$ cat src/design/sacc_consts.svh
`ifndef SACC_CONSTS_SVH
`define SACC_CONSTS_SVH

// ~~~~~~~~~~~~~~~~~~~~
// Link and packet sizes
`define SACC_FLIT_W 8
`define SACC_ID_W 4
`define SACC_TAG_W 3
`define SACC_ADDR_W 8
`define SACC_DATA_W 32

// ~~~~~~~~~~~~~~~~~~~~
// Accelerator sizes
`define SACC_VEC_LEN 8
`define SACC_ELEM_W 16

// ~~~~~~~~~~~~~~~~~~~~
// Address map
`define SACC_ADDR_A 8'h00  // 8 words of vector A
`define SACC_ADDR_B 8'h10  // 8 words of vector B
`define SACC_ADDR_START 8'h20
`define SACC_ADDR_STATUS 8'h21  // bit 0 busy, bit 1 done
`define SACC_ADDR_RESULT 8'h22

`endif
$ cat src/design/sacc_pkg.sv
`include "sacc_consts.svh"

package sacc_pkg;

  typedef enum logic
  {
    e_io_rd = 1'b0
    , e_io_wr = 1'b1
  } io_op_e;

  // ~~~~~~~~~~~~~~~~~~~~
  // Network packets, flit 0 is the LSB end

  // 48 bits, 6 flits
  typedef struct packed
  {
    io_op_e op;
    logic [`SACC_ADDR_W-1:0] addr;
    logic [`SACC_DATA_W-1:0] data;
    logic [`SACC_ID_W-1:0] src;
    logic [`SACC_TAG_W-1:0] tag;
  } io_req_pkt_s;

  // Header plus data is 44 bits, so the top nibble pads it to whole flits
  typedef struct packed
  {
    logic [3:0] rsvd;
    logic [`SACC_ID_W-1:0] dest;
    logic [`SACC_ID_W-1:0] src;
    logic [`SACC_TAG_W-1:0] tag;
    logic wr_ack;
    logic [`SACC_DATA_W-1:0] data;
  } io_resp_pkt_s;

  // ~~~~~~~~~~~~~~~~~~~~
  // Local I/O side
  typedef struct packed
  {
    io_op_e op;
    logic [`SACC_ADDR_W-1:0] addr;
    logic [`SACC_DATA_W-1:0] data;
  } io_cmd_s;

  typedef struct packed
  {
    logic [`SACC_DATA_W-1:0] data;
  } io_reply_s;

  typedef struct packed
  {
    logic v;
    logic [`SACC_FLIT_W-1:0] data;
  } flit_link_s;

endpackage

$ cat src/design/sacc_tile.sv
`timescale 1ns/10ps
`include "sacc_consts.svh"

module sacc_tile
  (input clk_i
   , input rst_i

   , input [`SACC_ID_W-1:0] tile_id_i

   , input sacc_pkg::flit_link_s req_link_i
   , output logic req_ready_o

   , output sacc_pkg::flit_link_s resp_link_o
   , input resp_ready_i
   );

  logic rst_r;

  sacc_pkg::io_req_pkt_s req_pkt_lo;
  logic req_v_lo, req_yumi_li;
  sacc_pkg::io_resp_pkt_s resp_pkt_li;
  logic resp_v_li, resp_ready_lo;

  sacc_pkg::io_cmd_s io_cmd_lo;
  logic io_cmd_v_lo, io_cmd_ready_li;
  sacc_pkg::io_reply_s io_reply_li;
  logic io_reply_v_li, io_reply_yumi_lo;

  always_ff @(posedge clk_i)
    rst_r <= rst_i;  // Shared by all blocks

  link_adapter
    #(.in_pkt_t(sacc_pkg::io_req_pkt_s)
      , .out_pkt_t(sacc_pkg::io_resp_pkt_s)
      )
    i_link
    (.clk_i(clk_i)
     , .rst_i(rst_r)
     , .link_i(req_link_i)
     , .link_ready_o(req_ready_o)
     , .link_o(resp_link_o)
     , .link_ready_i(resp_ready_i)
     , .pkt_o(req_pkt_lo)
     , .pkt_v_o(req_v_lo)
     , .pkt_yumi_i(req_yumi_li)
     , .pkt_i(resp_pkt_li)
     , .pkt_v_i(resp_v_li)
     , .pkt_ready_o(resp_ready_lo)
     );

  io_endpoint i_endpoint
    (.clk_i(clk_i)
     , .rst_i(rst_r)
     , .tile_id_i(tile_id_i)
     , .req_pkt_i(req_pkt_lo)
     , .req_v_i(req_v_lo)
     , .req_yumi_o(req_yumi_li)
     , .resp_pkt_o(resp_pkt_li)
     , .resp_v_o(resp_v_li)
     , .resp_ready_i(resp_ready_lo)
     , .io_cmd_o(io_cmd_lo)
     , .io_cmd_v_o(io_cmd_v_lo)
     , .io_cmd_ready_i(io_cmd_ready_li)
     , .io_reply_i(io_reply_li)
     , .io_reply_v_i(io_reply_v_li)
     , .io_reply_yumi_o(io_reply_yumi_lo)
     );

  vdp_accel i_vdp
    (.clk_i(clk_i)
     , .rst_i(rst_r)
     , .io_cmd_i(io_cmd_lo)
     , .io_cmd_v_i(io_cmd_v_lo)
     , .io_cmd_ready_o(io_cmd_ready_li)
     , .io_reply_o(io_reply_li)
     , .io_reply_v_o(io_reply_v_li)
     , .io_reply_yumi_i(io_reply_yumi_lo)
     );

endmodule

$ cat src/design/vdp_accel.sv
`timescale 1ns/10ps
`include "sacc_consts.svh"

module vdp_accel
  (input clk_i
   , input rst_i

   , input sacc_pkg::io_cmd_s io_cmd_i
   , input io_cmd_v_i
   , output logic io_cmd_ready_o

   , output sacc_pkg::io_reply_s io_reply_o
   , output logic io_reply_v_o
   , input io_reply_yumi_i
   );

  localparam int idx_w_lp = $clog2(`SACC_VEC_LEN);

  logic signed [`SACC_ELEM_W-1:0] vec_a_r [`SACC_VEC_LEN];
  logic signed [`SACC_ELEM_W-1:0] vec_b_r [`SACC_VEC_LEN];
  logic [idx_w_lp-1:0] idx_r;
  logic busy_r, done_r;
  logic [`SACC_DATA_W-1:0] acc_r;
  logic signed [2*`SACC_ELEM_W-1:0] prod;

  logic cmd_fire, is_wr, start_go;
  logic [`SACC_ADDR_W-1:0] a_off, b_off;
  logic hit_a, hit_b, hit_start, hit_status, hit_result;
  logic [`SACC_DATA_W-1:0] rd_data;
  logic reply_v_r;
  logic [`SACC_DATA_W-1:0] reply_data_r;

  // ~~~~~~~~~~~~~~~~~~~~
  // Command decode
  assign cmd_fire = io_cmd_v_i & io_cmd_ready_o;
  assign is_wr = (io_cmd_i.op == sacc_pkg::e_io_wr);
  assign a_off = io_cmd_i.addr - `SACC_ADDR_A;
  assign b_off = io_cmd_i.addr - `SACC_ADDR_B;
  assign hit_a = (a_off < `SACC_VEC_LEN);
  assign hit_b = (b_off < `SACC_VEC_LEN);
  assign hit_start = (io_cmd_i.addr == `SACC_ADDR_START);
  assign hit_status = (io_cmd_i.addr == `SACC_ADDR_STATUS);
  assign hit_result = (io_cmd_i.addr == `SACC_ADDR_RESULT);
  assign start_go = cmd_fire & is_wr & hit_start & ~busy_r;  // Ignored while busy

  always_comb
    begin
      rd_data = '0;  // Unmapped reads
      if (hit_a)
        rd_data = `SACC_DATA_W'(vec_a_r[a_off[idx_w_lp-1:0]]);
      else if (hit_b)
        rd_data = `SACC_DATA_W'(vec_b_r[b_off[idx_w_lp-1:0]]);
      else if (hit_status)
        rd_data = {{(`SACC_DATA_W-2){1'b0}}, done_r, busy_r};
      else if (hit_result)
        rd_data = acc_r;
    end

  always_ff @(posedge clk_i)
    if (cmd_fire && is_wr)
      begin
        if (hit_a)
          vec_a_r[a_off[idx_w_lp-1:0]] <= io_cmd_i.data[`SACC_ELEM_W-1:0];
        else if (hit_b)
          vec_b_r[b_off[idx_w_lp-1:0]] <= io_cmd_i.data[`SACC_ELEM_W-1:0];
      end

  // ~~~~~~~~~~~~~~~~~~~~
  // MAC loop
  assign prod = vec_a_r[idx_r] * vec_b_r[idx_r];

  always_ff @(posedge clk_i)
    if (rst_i)
      begin
        busy_r <= 1'b0;
        done_r <= 1'b0;
        idx_r <= '0;
        acc_r <= '0;
      end
    else if (start_go)
      begin
        busy_r <= 1'b1;
        done_r <= 1'b0;
        idx_r <= '0;
        acc_r <= '0;
      end
    else if (busy_r)
      begin
        acc_r <= acc_r + `SACC_DATA_W'(prod);  // 32-bit wrap
        idx_r <= idx_r + 1'b1;
        if (idx_r == idx_w_lp'(`SACC_VEC_LEN - 1))
          begin
            busy_r <= 1'b0;
            done_r <= 1'b1;
          end
      end

  // ~~~~~~~~~~~~~~~~~~~~
  // Reply
  assign io_cmd_ready_o = ~reply_v_r;

  always_ff @(posedge clk_i)
    if (rst_i)
      reply_v_r <= 1'b0;
    else
      reply_v_r <= cmd_fire | (reply_v_r & ~io_reply_yumi_i);

  always_ff @(posedge clk_i)
    if (cmd_fire)
      reply_data_r <= is_wr ? '0 : rd_data;

  assign io_reply_v_o = reply_v_r;
  assign io_reply_o = '{data: reply_data_r};

  assert property (@(posedge clk_i) disable iff (rst_i)
    $rose(busy_r) |-> busy_r [*`SACC_VEC_LEN] ##1 !busy_r);

endmodule

$ cat src/design/io_endpoint.sv
`timescale 1ns/10ps
`include "sacc_consts.svh"

module io_endpoint
  (input clk_i
   , input rst_i

   , input [`SACC_ID_W-1:0] tile_id_i

   , input sacc_pkg::io_req_pkt_s req_pkt_i
   , input req_v_i
   , output logic req_yumi_o

   , output sacc_pkg::io_resp_pkt_s resp_pkt_o
   , output logic resp_v_o
   , input resp_ready_i

   , output sacc_pkg::io_cmd_s io_cmd_o
   , output logic io_cmd_v_o
   , input io_cmd_ready_i

   , input sacc_pkg::io_reply_s io_reply_i
   , input io_reply_v_i
   , output logic io_reply_yumi_o
   );

  typedef enum logic [1:0] {e_idle, e_wait_reply, e_send_resp} state_e;

  state_e state_r, state_n;
  sacc_pkg::io_op_e op_r;
  logic [`SACC_ID_W-1:0] src_r;
  logic [`SACC_TAG_W-1:0] tag_r;
  logic [`SACC_DATA_W-1:0] data_r;
  logic cmd_fire;

  assign io_cmd_v_o = (state_r == e_idle) & req_v_i;
  assign io_cmd_o = '{op: req_pkt_i.op, addr: req_pkt_i.addr, data: req_pkt_i.data};
  assign cmd_fire = io_cmd_v_o & io_cmd_ready_i;
  assign req_yumi_o = cmd_fire;  // Request consumed as it goes out
  assign io_reply_yumi_o = (state_r == e_wait_reply) & io_reply_v_i;
  assign resp_v_o = (state_r == e_send_resp);

  // Reply returns to whoever asked
  assign resp_pkt_o = '{rsvd: '0
                        , dest: src_r
                        , src: tile_id_i
                        , tag: tag_r
                        , wr_ack: (op_r == sacc_pkg::e_io_wr)
                        , data: data_r
                        };

  always_comb
    begin
      state_n = state_r;
      case (state_r)
        e_idle:
          if (cmd_fire)
            state_n = e_wait_reply;
        e_wait_reply:
          if (io_reply_yumi_o)
            state_n = e_send_resp;
        e_send_resp:
          if (resp_ready_i)
            state_n = e_idle;
        default:
          state_n = e_idle;
      endcase
    end

  always_ff @(posedge clk_i)
    if (rst_i)
      state_r <= e_idle;
    else
      state_r <= state_n;

  always_ff @(posedge clk_i)
    begin
      if (cmd_fire)
        begin
          op_r <= req_pkt_i.op;
          src_r <= req_pkt_i.src;
          tag_r <= req_pkt_i.tag;
        end
      if (io_reply_yumi_o)
        data_r <= io_reply_i.data;
    end

  // One command in flight until its reply is taken
  assert property (@(posedge clk_i) disable iff (rst_i)
    io_cmd_v_o |-> !io_reply_v_i);

endmodule

$ cat src/design/link_adapter.sv
`timescale 1ns/10ps
`include "sacc_consts.svh"

module link_adapter
  #(parameter type in_pkt_t = logic [`SACC_FLIT_W-1:0]
    , parameter type out_pkt_t = logic [`SACC_FLIT_W-1:0]
    )
  (input clk_i
   , input rst_i

   , input sacc_pkg::flit_link_s link_i
   , output logic link_ready_o

   , output sacc_pkg::flit_link_s link_o
   , input link_ready_i

   , output in_pkt_t pkt_o
   , output logic pkt_v_o
   , input pkt_yumi_i

   , input out_pkt_t pkt_i
   , input pkt_v_i
   , output logic pkt_ready_o
   );

  localparam int in_w_lp = $bits(in_pkt_t);
  localparam int in_flits_lp = (in_w_lp + `SACC_FLIT_W - 1) / `SACC_FLIT_W;
  localparam int in_sr_w_lp = in_flits_lp * `SACC_FLIT_W;
  localparam int in_cnt_w_lp = $clog2(in_flits_lp + 1);
  localparam int out_w_lp = $bits(out_pkt_t);
  localparam int out_flits_lp = (out_w_lp + `SACC_FLIT_W - 1) / `SACC_FLIT_W;
  localparam int out_sr_w_lp = out_flits_lp * `SACC_FLIT_W;
  localparam int out_cnt_w_lp = $clog2(out_flits_lp + 1);

  logic [in_sr_w_lp-1:0] in_sr_r;
  logic [in_cnt_w_lp-1:0] in_cnt_r;
  logic in_ready_r, pkt_v_r, pkt_v_n;
  logic in_fire, in_last;

  logic [out_sr_w_lp-1:0] out_sr_r;
  logic [out_cnt_w_lp-1:0] out_cnt_r;
  logic out_busy_r;
  logic out_load, out_fire;

  // ~~~~~~~~~~~~~~~~~~~~
  // Deserializer
  assign in_fire = link_i.v & in_ready_r;
  assign in_last = in_fire & (in_cnt_r == in_cnt_w_lp'(in_flits_lp - 1));
  assign pkt_v_n = in_last | (pkt_v_r & ~pkt_yumi_i);

  always_ff @(posedge clk_i)
    if (in_fire)
      in_sr_r <= {link_i.data, in_sr_r[in_sr_w_lp-1:`SACC_FLIT_W]};  // Newest flit on top

  always_ff @(posedge clk_i)
    if (rst_i)
      begin
        in_cnt_r <= '0;
        pkt_v_r <= 1'b0;
        in_ready_r <= 1'b0;
      end
    else
      begin
        if (in_last)
          in_cnt_r <= '0;
        else if (in_fire)
          in_cnt_r <= in_cnt_r + 1'b1;
        pkt_v_r <= pkt_v_n;
        in_ready_r <= ~pkt_v_n;  // Back-pressure while a packet waits
      end

  assign pkt_o = in_sr_r[in_w_lp-1:0];
  assign pkt_v_o = pkt_v_r;
  assign link_ready_o = in_ready_r;

  // ~~~~~~~~~~~~~~~~~~~~
  // Serializer
  assign pkt_ready_o = ~out_busy_r;
  assign out_load = pkt_v_i & pkt_ready_o;
  assign out_fire = out_busy_r & link_ready_i;

  always_ff @(posedge clk_i)
    if (out_load)
      out_sr_r <= out_sr_w_lp'(pkt_i);
    else if (out_fire)
      out_sr_r <= out_sr_r >> `SACC_FLIT_W;

  always_ff @(posedge clk_i)
    if (rst_i)
      begin
        out_busy_r <= 1'b0;
        out_cnt_r <= '0;
      end
    else if (out_load)
      begin
        out_busy_r <= 1'b1;
        out_cnt_r <= '0;
      end
    else if (out_fire)
      begin
        if (out_cnt_r == out_cnt_w_lp'(out_flits_lp - 1))
          out_busy_r <= 1'b0;
        out_cnt_r <= out_cnt_r + 1'b1;
      end

  assign link_o.v = out_busy_r;
  assign link_o.data = out_sr_r[`SACC_FLIT_W-1:0];

  // Consumer handshake rules
  assert property (@(posedge clk_i) disable iff (rst_i)
    pkt_v_o && !pkt_yumi_i |=> pkt_v_o && $stable(pkt_o));
  assert property (@(posedge clk_i) disable iff (rst_i) pkt_yumi_i |-> pkt_v_o);

endmodule

$ cat config.mk
export PLATFORM = sky130hd
export DESIGN_NAME = sacc_tile
export DESIGN_NICKNAME = d
export VERILOG_FILES = /design/src/design/sacc_pkg.sv /design/src/design/sacc_tile.sv /design/src/design/vdp_accel.sv /design/src/design/io_endpoint.sv /design/src/design/link_adapter.sv
export VERILOG_INCLUDE_DIRS = /design/src /design/src/design
export SDC_FILE = /design/constraint.sdc
export NUM_CORES = 1
export LEC_CHECK = 0
export ABC_CLOCK_PERIOD_IN_PS = 7730
export BUFFER_PORTS_ARGS = -buffer_cell sky130_fd_sc_hd__buf_4
export CORE_ASPECT_RATIO = 1.75
export CORE_UTILIZATION = 40
export DETAILED_ROUTE_END_ITERATION = 10
export HOLD_SLACK_MARGIN = 0.03
export PLACE_DENSITY_LB_ADDON = 0.12
export SLEW_MARGIN = 15
export SYNTH_ARGS = -nofsm -noshare
export SYNTH_HDL_FRONTEND = slang
export SYNTH_SLANG_ARGS = --single-unit
$ cat constraint.sdc
create_clock -name clk_i -period 7.73 [get_ports clk_i]
set_input_delay 1.546 -clock clk_i [delete_from_list [all_inputs] [get_ports clk_i]]
set_output_delay 1.546 -clock clk_i [all_outputs]
set_load 0.01 [all_outputs]
=== Word-level counts from Yosys, hierarchy flattened ===
Memory sizes are Yosys's and may differ from the RTL's. A register that Yosys moved wholly into a read port is not among the register bits.
Cells that the tools add are included.

* Bits of input ports: 16
* Logic and storage cells: 98
* Memories: 2
* Memory bits (writable): 256
* Register bits after elaboration: 214
* Output and inout bits: 10

* Add/subtract/negate cells: 5
* Multiply operators: 1
* Eq/ne operators: 11
* Bitwise gates (word level): 20
* Reduce and logical (&&, ||, !) cells: 10
* Muxes and demuxes: 28
* Magnitude comparators: 2

{| class="wikitable"
|+ Memories
! memory !! words !! bits a word !! rd ports !! clocked after memory_dff !! write ports !! line !! RTL
|-
| i_vdp.vec_a_r || 8 || 16 || 2 || 2 || 1 || vdp_accel.sv:19 || <nowiki>logic signed [`SACC_ELEM_W-1:0] vec_a_r [`SACC_VEC_LEN];</nowiki>
|-
| i_vdp.vec_b_r || 8 || 16 || 2 || 1 || 1 || vdp_accel.sv:20 || <nowiki>logic signed [`SACC_ELEM_W-1:0] vec_b_r [`SACC_VEC_LEN];</nowiki>
|}

{| class="wikitable"
|+ Operator list
! operator !! count
|-
| 32-bit two-way mux || 4
|-
| 44-bit two-way mux || 2
|-
| 32-bit adder || 1
|-
| 16-bit by 16-bit multiplier with 32-bit output || 1
|-
| 8-bit by 6-bit equality test with 1-bit output (second input constant) || 3
|-
| 8-bit by 4-bit < comparator with 1-bit output (second input constant) || 2
|-
| 3-bit two-way mux || 5
|-
| 1-bit two-way mux || 13
|-
| 1-bit AND || 12
|-
| 3-bit by 1-bit adder with 3-bit output (second input constant) || 3
|-
| 3-bit equality test (second input constant) || 3
|-
| 8-bit by 5-bit subtractor with 8-bit output (second input constant) || 1
|-
| 2-bit two-way mux || 3
|-
| 1-bit inverter || 6
|-
| 2-bit one-hot mux with 3 select lines || 1
|-
| 2-bit OR reduction || 3
|-
| 2-bit inequality test (second input constant) || 2
|-
| 2-bit AND reduction || 2
|-
| 2-bit nonzero test || 2
|-
| 3-bit AND reduction || 1
|-
| 2-bit by 1-bit equality test with 1-bit output (second input constant) || 1
|-
| 2-bit equality test (second input constant) || 1
|-
| 2-bit logical NOT || 1
|-
| 2-bit by 1-bit inequality test with 1-bit output (second input constant) || 1
|-
| 2 further kinds || 3
|}

=== Depth between registers and ports, before layout ===
Gate-level depths: netlist of the first run.

* Word-level depth: 8
* Mapped depth: 27
* Mapped depth without buffers: 24

=== Modules after synthesis ===
A second synthesis of the first run with hierarchy kept.

* Cell total of the unflattened synthesis: 2387
* Area total of the unflattened synthesis: 30588.1 µm²

{| class="wikitable"
|+ Modules (own cells, without submodules)
! module !! sequential area each (µm²) !! cells each !! area an instance (µm²) !! instances
|-
| vdp_accel || 9469.1 || 2070 || 24938.9 || 1
|-
| link_adapter || 3062.9 || 213 || 3938.8 || 1
|-
| io_endpoint || 1241.2 || 103 || 1690.4 || 1
|-
| sacc_tile || 20.0 || 1 || 20.0 || 1
|}

=== Worst setup path after synthesis of the first run ===
OpenSTA, ideal clock, no wires.

* Kind: reg-to-reg
* Start point: register with a tool-made name
* End point: register i_vdp.acc_r[30]
* Required time: 7607 ps
* Setup slack: 691 ps
* Stages on the path, launching flop included: 25
* Clock period less this slack: 7039 ps
* Path buffers: 3
* Arrival: 6916 ps
* Setup time: 123 ps
* Cell sequence: dfxtp_1 buf_2 buf_2 mux4_2 mux2i_1 or2_2 fa_1 fa_1 inv_1 fa_1 fa_1 fa_1 inv_1 fa_1 inv_1 ha_1 buf_6 and3_4 nand3_2 or4_4 a21oi_2 a211oi_2 a21oi_2 mux2i_1 a31oi_1

{| class="wikitable"
|+ RTL lines
! what !! line !! RTL
|-
| to (signal assigned) || vdp_accel.sv:89 || <nowiki>acc_r <= acc_r + `SACC_DATA_W'(prod);</nowiki>
|-
| to (decl) || vdp_accel.sv:23 || <nowiki>logic [`SACC_DATA_W-1:0] acc_r;</nowiki>
|}

==> flow_summary.rst, run 1 <==
.. list-table::
   :header-rows: 1

   * - Metric
     - Value
   * - Most common cell in the netlist
     - sky130_fd_sc_hd__edfxtp_1
   * - Power density normalized to cell area
     - 157.1 nW/um^2
   * - Buffer cell driving the clock tree root
     - sky130_fd_sc_hd__clkbuf_16
   * - Violation count after the first detailed-routing iteration
     - 889
   * - TritonRoute pass-1 iters
     - 5
   * - Type of element capturing the critical path
     - flip-flop
   * - Type of the worst min-delay path
     - flip-flop to flip-flop
   * - Die area
     - 77350 um^2
   * - Share of the synthesized netlist area taken by xor and xnor gates
     - 1.063%
   * - Period minus WS final
     - 7422 ps
   * - Die outline height
     - 367.2 um
   * - Via count of the first global-routing pass
     - 20300
   * - Placeable core area
     - 75220 um^2
   * - Minimum setup slack in the final design
     - 308.0 ps
   * - Rel. slew slack
     - 31.57%
   * - Setup violations, final
     - 0
   * - DR vias
     - 18210
   * - Critical Setup Path Class
     - flip-flop to flip-flop
   * - Register bit count reported by yosys
     - 476
   * - Leakage Power
     - 13.14 nW
   * - Number of inserted diodes
     - 0
   * - Arrival @ worst endpoint
     - 7860 ps
   * - Synth Area in Compound Gates
     - 5.132%
   * - IO Port Bufs
     - 25
   * - Period Utilization, post-route
     - 96.02%
   * - Max VDD drop
     - 0.1638 mV
   * - Number of antenna violations at the first check in global routing
     - 0
   * - CTS H-tree depth
     - 2
   * - Final Hold Viols
     - 0
   * - Max Fanout on Critical Path
     - 22
   * - Sequential fraction of the synthesis area
     - 45.06%
   * - Run status
     - finished clean
   * - Share of layout cells above drive strength 1
     - 18.16%
   * - Syn Area/Cell
     - 13.08 um^2
   * - Area growth, synth to finish
     - 11.84%
   * - Number of max-cap violations
     - 0
   * - Distinct cell type count of the synthesized netlist
     - 68
   * - Routability Congestion
     - 0.8929
   * - Worst hold slack across all endpoints
     - 418.6 ps
   * - Launching element type of the critical path
     - flip-flop
   * - Fmax
     - 134.7 MHz
   * - Worst setup slack before clock tree synthesis
     - 213.1 ps
   * - Area contributors post-synth
     - sky130_fd_sc_hd__edfxtp_1 41%, sky130_fd_sc_hd__fa_1 19%, sky130_fd_sc_hd__mux4_2 7.7%
   * - Max-slew violations
     - 0
   * - Starting density of the core
     - 40.52%
   * - Cell type with the largest total area after synthesis
     - sky130_fd_sc_hd__edfxtp_1
   * - Warning count from the yosys run
     - 0
   * - Combinational family with the most area after synthesis
     - adder cells
   * - Post-CTS clock slew at the launch and capture registers of the worst setup and hold paths
     - 70 ps
   * - Top-area cell type share of the netlist area
     - 41.38%
   * - Slew at the pin with the worst max-slew slack
     - 1023 ps
   * - Net count reported at finish
     - 2813
   * - Final Routed Wirelength
     - 86020 um
   * - Residual antenna-violating net count after detailed routing
     - 0
   * - Number of CTS-inserted buffers
     - 47
   * - Hold Path Depth
     - 0
   * - Post-synth net total
     - 2743
   * - Multiplexer fraction of the synthesized cell area
     - 12.37%
   * - Count of flip-flops with a built-in enable after synthesis
     - 420
   * - Required arrival time at the worst endpoint
     - 8170 ps
   * - Ranking of synthesized cells by instance count
     - 420 x sky130_fd_sc_hd__edfxtp_1, 345 x sky130_fd_sc_hd__inv_1, 292 x sky130_fd_sc_hd__fa_1
   * - First-pass GRT wire length
     - 129500 um
   * - Routed wirelength normalized by instance count
     - 24.92 um
   * - I/O pin total
     - 26
   * - Synthesized-area fraction occupied by and/or/nand/nor cells
     - 7.032%
   * - Number of remaining DRC errors
     - 0
   * - Number of cells on the worst reg-to-reg path
     - 23
   * - Sinks on Clock Net
     - 476
   * - Maximum number of pins on one net before global-route repair
     - 54
   * - Post-synthesis instance area
     - 30480 um^2
   * - Dominant register cell in the synthesized netlist
     - sky130_fd_sc_hd__edfxtp_1
   * - Total GRT Usage
     - 22.98%
   * - Post-DP HPWL
     - 67610 um
   * - Fraction of registers with async set or reset after synthesis
     - 0%
   * - Clock latency reported for the late side of the worst-skew pair
     - 630 ps
   * - Total number of placement rows
     - 133
   * - Detailed-route vias per instance
     - 5.275
   * - Number of instances in the synthesized netlist
     - 2331
   * - CTS tree
     - yes
   * - Clock Path Buffers
     - 3
   * - Width of the die
     - 210.7 um
   * - Adder-cell area share of the yosys netlist
     - 23.45%
   * - Sum of internal, switching and leakage power
     - 0.005354 W
   * - Clock tree skew after final layout
     - 70.54 ps
   * - Overflow left after global routing
     - 0
[layer usage]
| metal | wire length [um] | vias to the layer above | track usage, % |
|---|---|---|---|
| li1 | - | 8141 | - |
| met1 | 30090 | 9456 | 24.04 |
| met2 | 48420 | 429 | 44.44 |
| met3 | 2562 | 185 | 2.180 |
| met4 | 4940 | 0 | 12.22 |
| met5 | 0 | - | 0 |
[placed cells by master, fill, tap and decap left out, drive strengths merged, types with 5 or more instances in the layout]
| cell | instances |
|---|---|
| a31oi | 17 |
| xor2 | 9 |
| nor2 | 240 |
| clkinv | 13 |
| buf | 124 |
| fa | 292 |
| inv | 348 |
| mux4 | 104 |
| nand2 | 130 |
| nor3 | 26 |
| o21a | 7 |
| or2 | 30 |
| o21ai | 45 |
| a221oi | 15 |
| mux2i | 65 |
| nand3 | 12 |
| a21o | 8 |
| dfxtp | 56 |
| xnor2 | 28 |
| o31ai | 5 |
| ha | 104 |
| a22oi | 16 |
| and2 | 11 |
| a21oi | 85 |
| nor2b | 8 |
| clkbuf | 64 |
| nand2b | 23 |
| mux2 | 69 |
| clkinvlp | 5 |
| edfxtp | 420 |
| a211oi | 20 |
[registers in the layout, summed over array words and instances, names as in the netlist, named ones only]
register and cells:
i_vdp.vec_a_r 128, i_link.pkt_v_o 1, i_link.in_cnt_r 3, i_vdp.io_reply_v_o 1, i_vdp.done_r 1, i_endpoint.src_r 4, i_endpoint.tag_r 3, i_link.out_cnt_r 3
i_vdp.busy_r 1, rst_r 1, i_vdp.vec_b_r 128, i_endpoint.data_r 32, i_vdp.acc_r 32, i_link.out_busy_r 1, i_link.out_sr_r 44, i_vdp.io_reply_o 32
i_vdp.idx_r 3, i_endpoint.state_r 2, i_endpoint.op_r 1, i_link.pkt_o 48, i_link.link_ready_o 1
[metrics by stage]
step                      std cells  TNS [ps]  cell area (um^2)  utilization [%]
after floorplan                2331         0             30480                -
after global placement         3362         0             32370            43.04
after detailed placement       3362         0             32370            43.04
after CTS                      3450         0             34010            45.21
after global routing           3452    -39.62             34090            45.32
final                          3452         0             34090            45.32
[power breakdown]
part	switching (W)	internal [W]
clock	0.00104	0.00137
sequential	0.0000276	0.00279
combinational	0.0000807	0.0000473
total	0.00114	0.00421
[cell families (layout without fill, tap and decap cells)]
group / count (synthesis) / in the layout
DFF: 476 / 476
muxes: 238 / 238
xor gates and xnor gates: 37 / 37
and+or+nand+nor: 495 / 495
buffers and inverters: 449 / 558
AOI/OAI and AO/OA: 240 / 240
adders and majority gates: 396 / 396
[final timing paths]
check	from	end	slack, ps
worst max-delay path	flip-flop	i_vdp.acc_r[30]	310
worst min-delay path	i_link.pkt_o[30]	i_link.pkt_o[22]	420
worst max register to register	flip-flop	i_vdp.acc_r[30]	310
worst min register to register	i_link.pkt_o[30]	i_link.pkt_o[22]	420
[layout make-up]
type / instances / area, um^2
fill: 6870 / 41130
clock inverter: 24 / 285.3
inverter: 346 / 1299
sequential: 476 / 13740
clock buffer: 64 / 1351
multi-input combinational: 1406 / 15060
timing repair buffer: 124 / 1085
tap: 1012 / 1266
[repair_timing]
action / 4_1_cts / 5_1_grt
gates resized for setup: 0 / 9
buffers inserted: 0 / 2
hold buffers: 0 / 0
setup endpoints to repair: 0 / 7
[worst max-delay path: stages (launching register included)]
cell and delay (ps):
sky130_fd_sc_hd__dfxtp_4 470, sky130_fd_sc_hd__buf_12 240, sky130_fd_sc_hd__buf_4 230, sky130_fd_sc_hd__mux4_2 530, sky130_fd_sc_hd__mux2_2 430, sky130_fd_sc_hd__nand2b_1 220, sky130_fd_sc_hd__fa_1 470, sky130_fd_sc_hd__fa_1 480
sky130_fd_sc_hd__fa_1 430, sky130_fd_sc_hd__inv_1 80, sky130_fd_sc_hd__fa_1 430, sky130_fd_sc_hd__fa_1 550, sky130_fd_sc_hd__inv_1 50, sky130_fd_sc_hd__fa_1 470, sky130_fd_sc_hd__inv_1 40, sky130_fd_sc_hd__ha_1 350
sky130_fd_sc_hd__o21a_1 210, sky130_fd_sc_hd__o21ai_0 580, sky130_fd_sc_hd__or4_4 250, sky130_fd_sc_hd__a21oi_2 30, sky130_fd_sc_hd__a211oi_2 270, sky130_fd_sc_hd__a21oi_2 120, sky130_fd_sc_hd__mux2i_1 160, sky130_fd_sc_hd__a31oi_1 90
Note: power is estimated with default switching activity, not from simulation.
==> run 2, diff against run 1 <==
ABC_CLOCK_PERIOD_IN_PS = 8109   (was 7730)
clock period = 8.11 ns   (was 7.73 ns; I/O delays follow)
==> run 2 against run 1 <==
- global-route usage shrank 0.15 points
- power shrank 6.4%
- highest routed layer unchanged
- count of clock-buffer cells in the layout shrank 3
- clock power shrank 8%
- worst setup slack gained 290 ps
- cell area shrank 1.1%
- largest power group unchanged
- non-clock buffer count shrank 16
- via count grew 0.18%
- combinational power shrank 3%
==> flow_summary.rst, run 2 (synthesis results as in run 1) <==
.. list-table::
   :header-rows: 1

   * - Metric
     - Value
   * - CTS tree
     - yes
   * - Total GRT Usage
     - 22.84%
   * - CTS H-tree depth
     - 2
   * - Period Utilization, post-route
     - 92.65%
   * - Number of cells on the worst reg-to-reg path
     - 23
   * - Number of inserted diodes
     - 0
   * - Via count of the first global-routing pass
     - 20210
   * - Number of remaining DRC errors
     - 0
   * - Power density normalized to cell area
     - 148.7 nW/um^2
   * - Die outline height
     - 367.2 um
   * - Run status
     - finished clean
   * - DR vias
     - 18240
   * - Total number of placement rows
     - 133
   * - Violation count after the first detailed-routing iteration
     - 893
   * - Net count reported at finish
     - 2796
   * - Share of layout cells above drive strength 1
     - 16.76%
   * - Routed wirelength normalized by instance count
     - 24.98 um
   * - Minimum setup slack in the final design
     - 596.4 ps
   * - Clock tree skew after final layout
     - 31.20 ps
   * - Width of the die
     - 210.7 um
   * - Type of the worst min-delay path
     - flip-flop to flip-flop
   * - Required arrival time at the worst endpoint
     - 8570 ps
   * - Post-CTS Resized
     - 0
   * - Overflow left after global routing
     - 0
   * - IO Port Bufs
     - 25
   * - Residual antenna-violating net count after detailed routing
     - 0
   * - Slew at the pin with the worst max-slew slack
     - 1055 ps
   * - Most common cell after layout, fill and taps aside
     - sky130_fd_sc_hd__edfxtp_1
   * - Type of element capturing the critical path
     - flip-flop
   * - Hold Path Depth
     - 0
   * - Fill cell total of the finished layout
     - 6950
   * - Critical Path, Cell by Cell
     - buf_12, mux4_2, mux2i_1, buf_4, or2_2, fa_1, fa_1, inv_1, fa_1, fa_1, fa_1, inv_1, fa_1, inv_1, ha_1, and3_4, nand3_2, or4_4, a21oi_2, a211oi_2, a21oi_2, mux2i_1, a31oi_1
   * - Worst hold slack across all endpoints
     - 417.2 ps
   * - Sinks on Clock Net
     - 476
   * - Worst-path cell with the longest stage delay
     - sky130_fd_sc_hd__dfxtp_4
   * - Post-DP HPWL
     - 67230 um
   * - Max Fanout on Critical Path
     - 19
   * - Die area
     - 77350 um^2
   * - Leakage Power
     - 12.97 nW
   * - Setup violations, final
     - 0
   * - Fmax
     - 133.1 MHz
   * - Max VDD drop
     - 0.1339 mV
   * - Clock Path Buffers
     - 3
   * - Detailed-route vias per instance
     - 5.312
   * - Critical Setup Path Class
     - flip-flop to flip-flop
   * - Slowest stage delay, CP
     - 580 ps
   * - Total negative setup slack
     - 0 ps
   * - Buffer cell driving the clock tree root
     - sky130_fd_sc_hd__clkbuf_16
   * - Maximum number of pins on one net before global-route repair
     - 53
   * - Number of antenna violations at the first check in global routing
     - 0
   * - Area growth, synth to finish
     - 10.60%
   * - Worst path most repeated cell
     - sky130_fd_sc_hd__fa_1
   * - Setup fix buffers added after clock tree synthesis
     - 0
   * - Clock latency reported for the late side of the worst-skew pair
     - 610 ps
   * - Post-CTS clock slew at the launch and capture registers of the worst setup and hold paths
     - 70 ps
   * - TritonRoute pass-1 iters
     - 5
   * - Final Routed Wirelength
     - 85780 um
   * - Placeable core area
     - 75220 um^2
   * - Max-slew violations
     - 0
   * - Number of CTS-inserted buffers
     - 46
   * - Setup repair after global routing missed its margin
     - false
   * - Worst setup slack before clock tree synthesis
     - 572.0 ps
   * - Rel. slew slack
     - 29.42%
   * - Routability Congestion
     - 0.8902
   * - I/O pin total
     - 26
   * - Highest-count cells in the layout ignoring fill and taps
     - 420 x sky130_fd_sc_hd__edfxtp_1, 345 x sky130_fd_sc_hd__inv_1, 292 x sky130_fd_sc_hd__fa_1
   * - Final Hold Viols
     - 0
   * - Number of hold buffers added after CTS
     - 0
   * - First-pass GRT wire length
     - 128400 um
   * - Period minus WS final
     - 7514 ps
   * - Launching element type of the critical path
     - flip-flop
   * - Number of max-cap violations
     - 0
   * - Arrival @ worst endpoint
     - 7980 ps
   * - Starting density of the core
     - 40.52%
==> run 2: area by class of cell <==
| cell class | count | area, um^2 | share of cell area, % |
|---|---|---|---|
| clock buffers | 61 | 1239 | 3.675 |
| inverters | 346 | 1299 | 3.853 |
| well taps | 1012 | 1266 | 3.756 |
| multi-input cells | 1406 | 15020 | 44.55 |
| repair buffers | 108 | 873.3 | 2.591 |
| flip-flops and latches | 476 | 13740 | 40.76 |
| clock inverters | 25 | 275.3 | 0.8166 |
==> run 2: critical path: cells and delay by family (launching register included) <==
kind	cells	cell delay, ps
AOI/OAI and AO/OA	4	540
buffers and inverters	5	910
DFF	1	580
adders and majority gates	7	3330
muxes	3	920
and+or+nand+nor	4	1060
==> run 2: through the flow <==
stage | instances | area (um^2) | power [W] | utilization [%]
3_5_place_dp | 3348 | 32190 | 0.002858 | 42.80
6_report | 3434 | 33710 | 0.005012 | 44.82
4_1_cts | 3434 | 33710 | 0.005065 | 44.82
5_1_grt | 3434 | 33710 | 0.005149 | 44.82
3_3_place_gp | 3348 | 32190 | 0.002857 | 42.80
2_1_floorplan | 2331 | 30480 | 0.002798 | -
==> run 2: final timing paths <==
path	startpoint	to	slack, ps
max	flip-flop	i_vdp.acc_r[30]	600
min	i_vdp.io_reply_o[20]	i_endpoint.data_r[20]	420
max reg2reg	flip-flop	i_vdp.acc_r[30]	600
min reg2reg	i_vdp.io_reply_o[20]	i_endpoint.data_r[20]	420
==> run 2: routing by layer <==
| metal | up-vias | global-route usage [%] | routed length [um] |
|---|---|---|---|
| met2 | 412 | 44.54 | 48500 |
| met1 | 9489 | 23.61 | 30020 |
| met4 | 0 | 11.89 | 4845 |
| met3 | 221 | 2.223 | 2410 |
| met5 | - | 0 | 0 |
| li1 | 8121 | - | - |
==> run 2: power breakdown <==
group	switching [W]	internal, W
clock network	0.000965	0.00124
registers	0.0000206	0.00266
logic	0.0000787	0.0000449
total	0.00106	0.00395
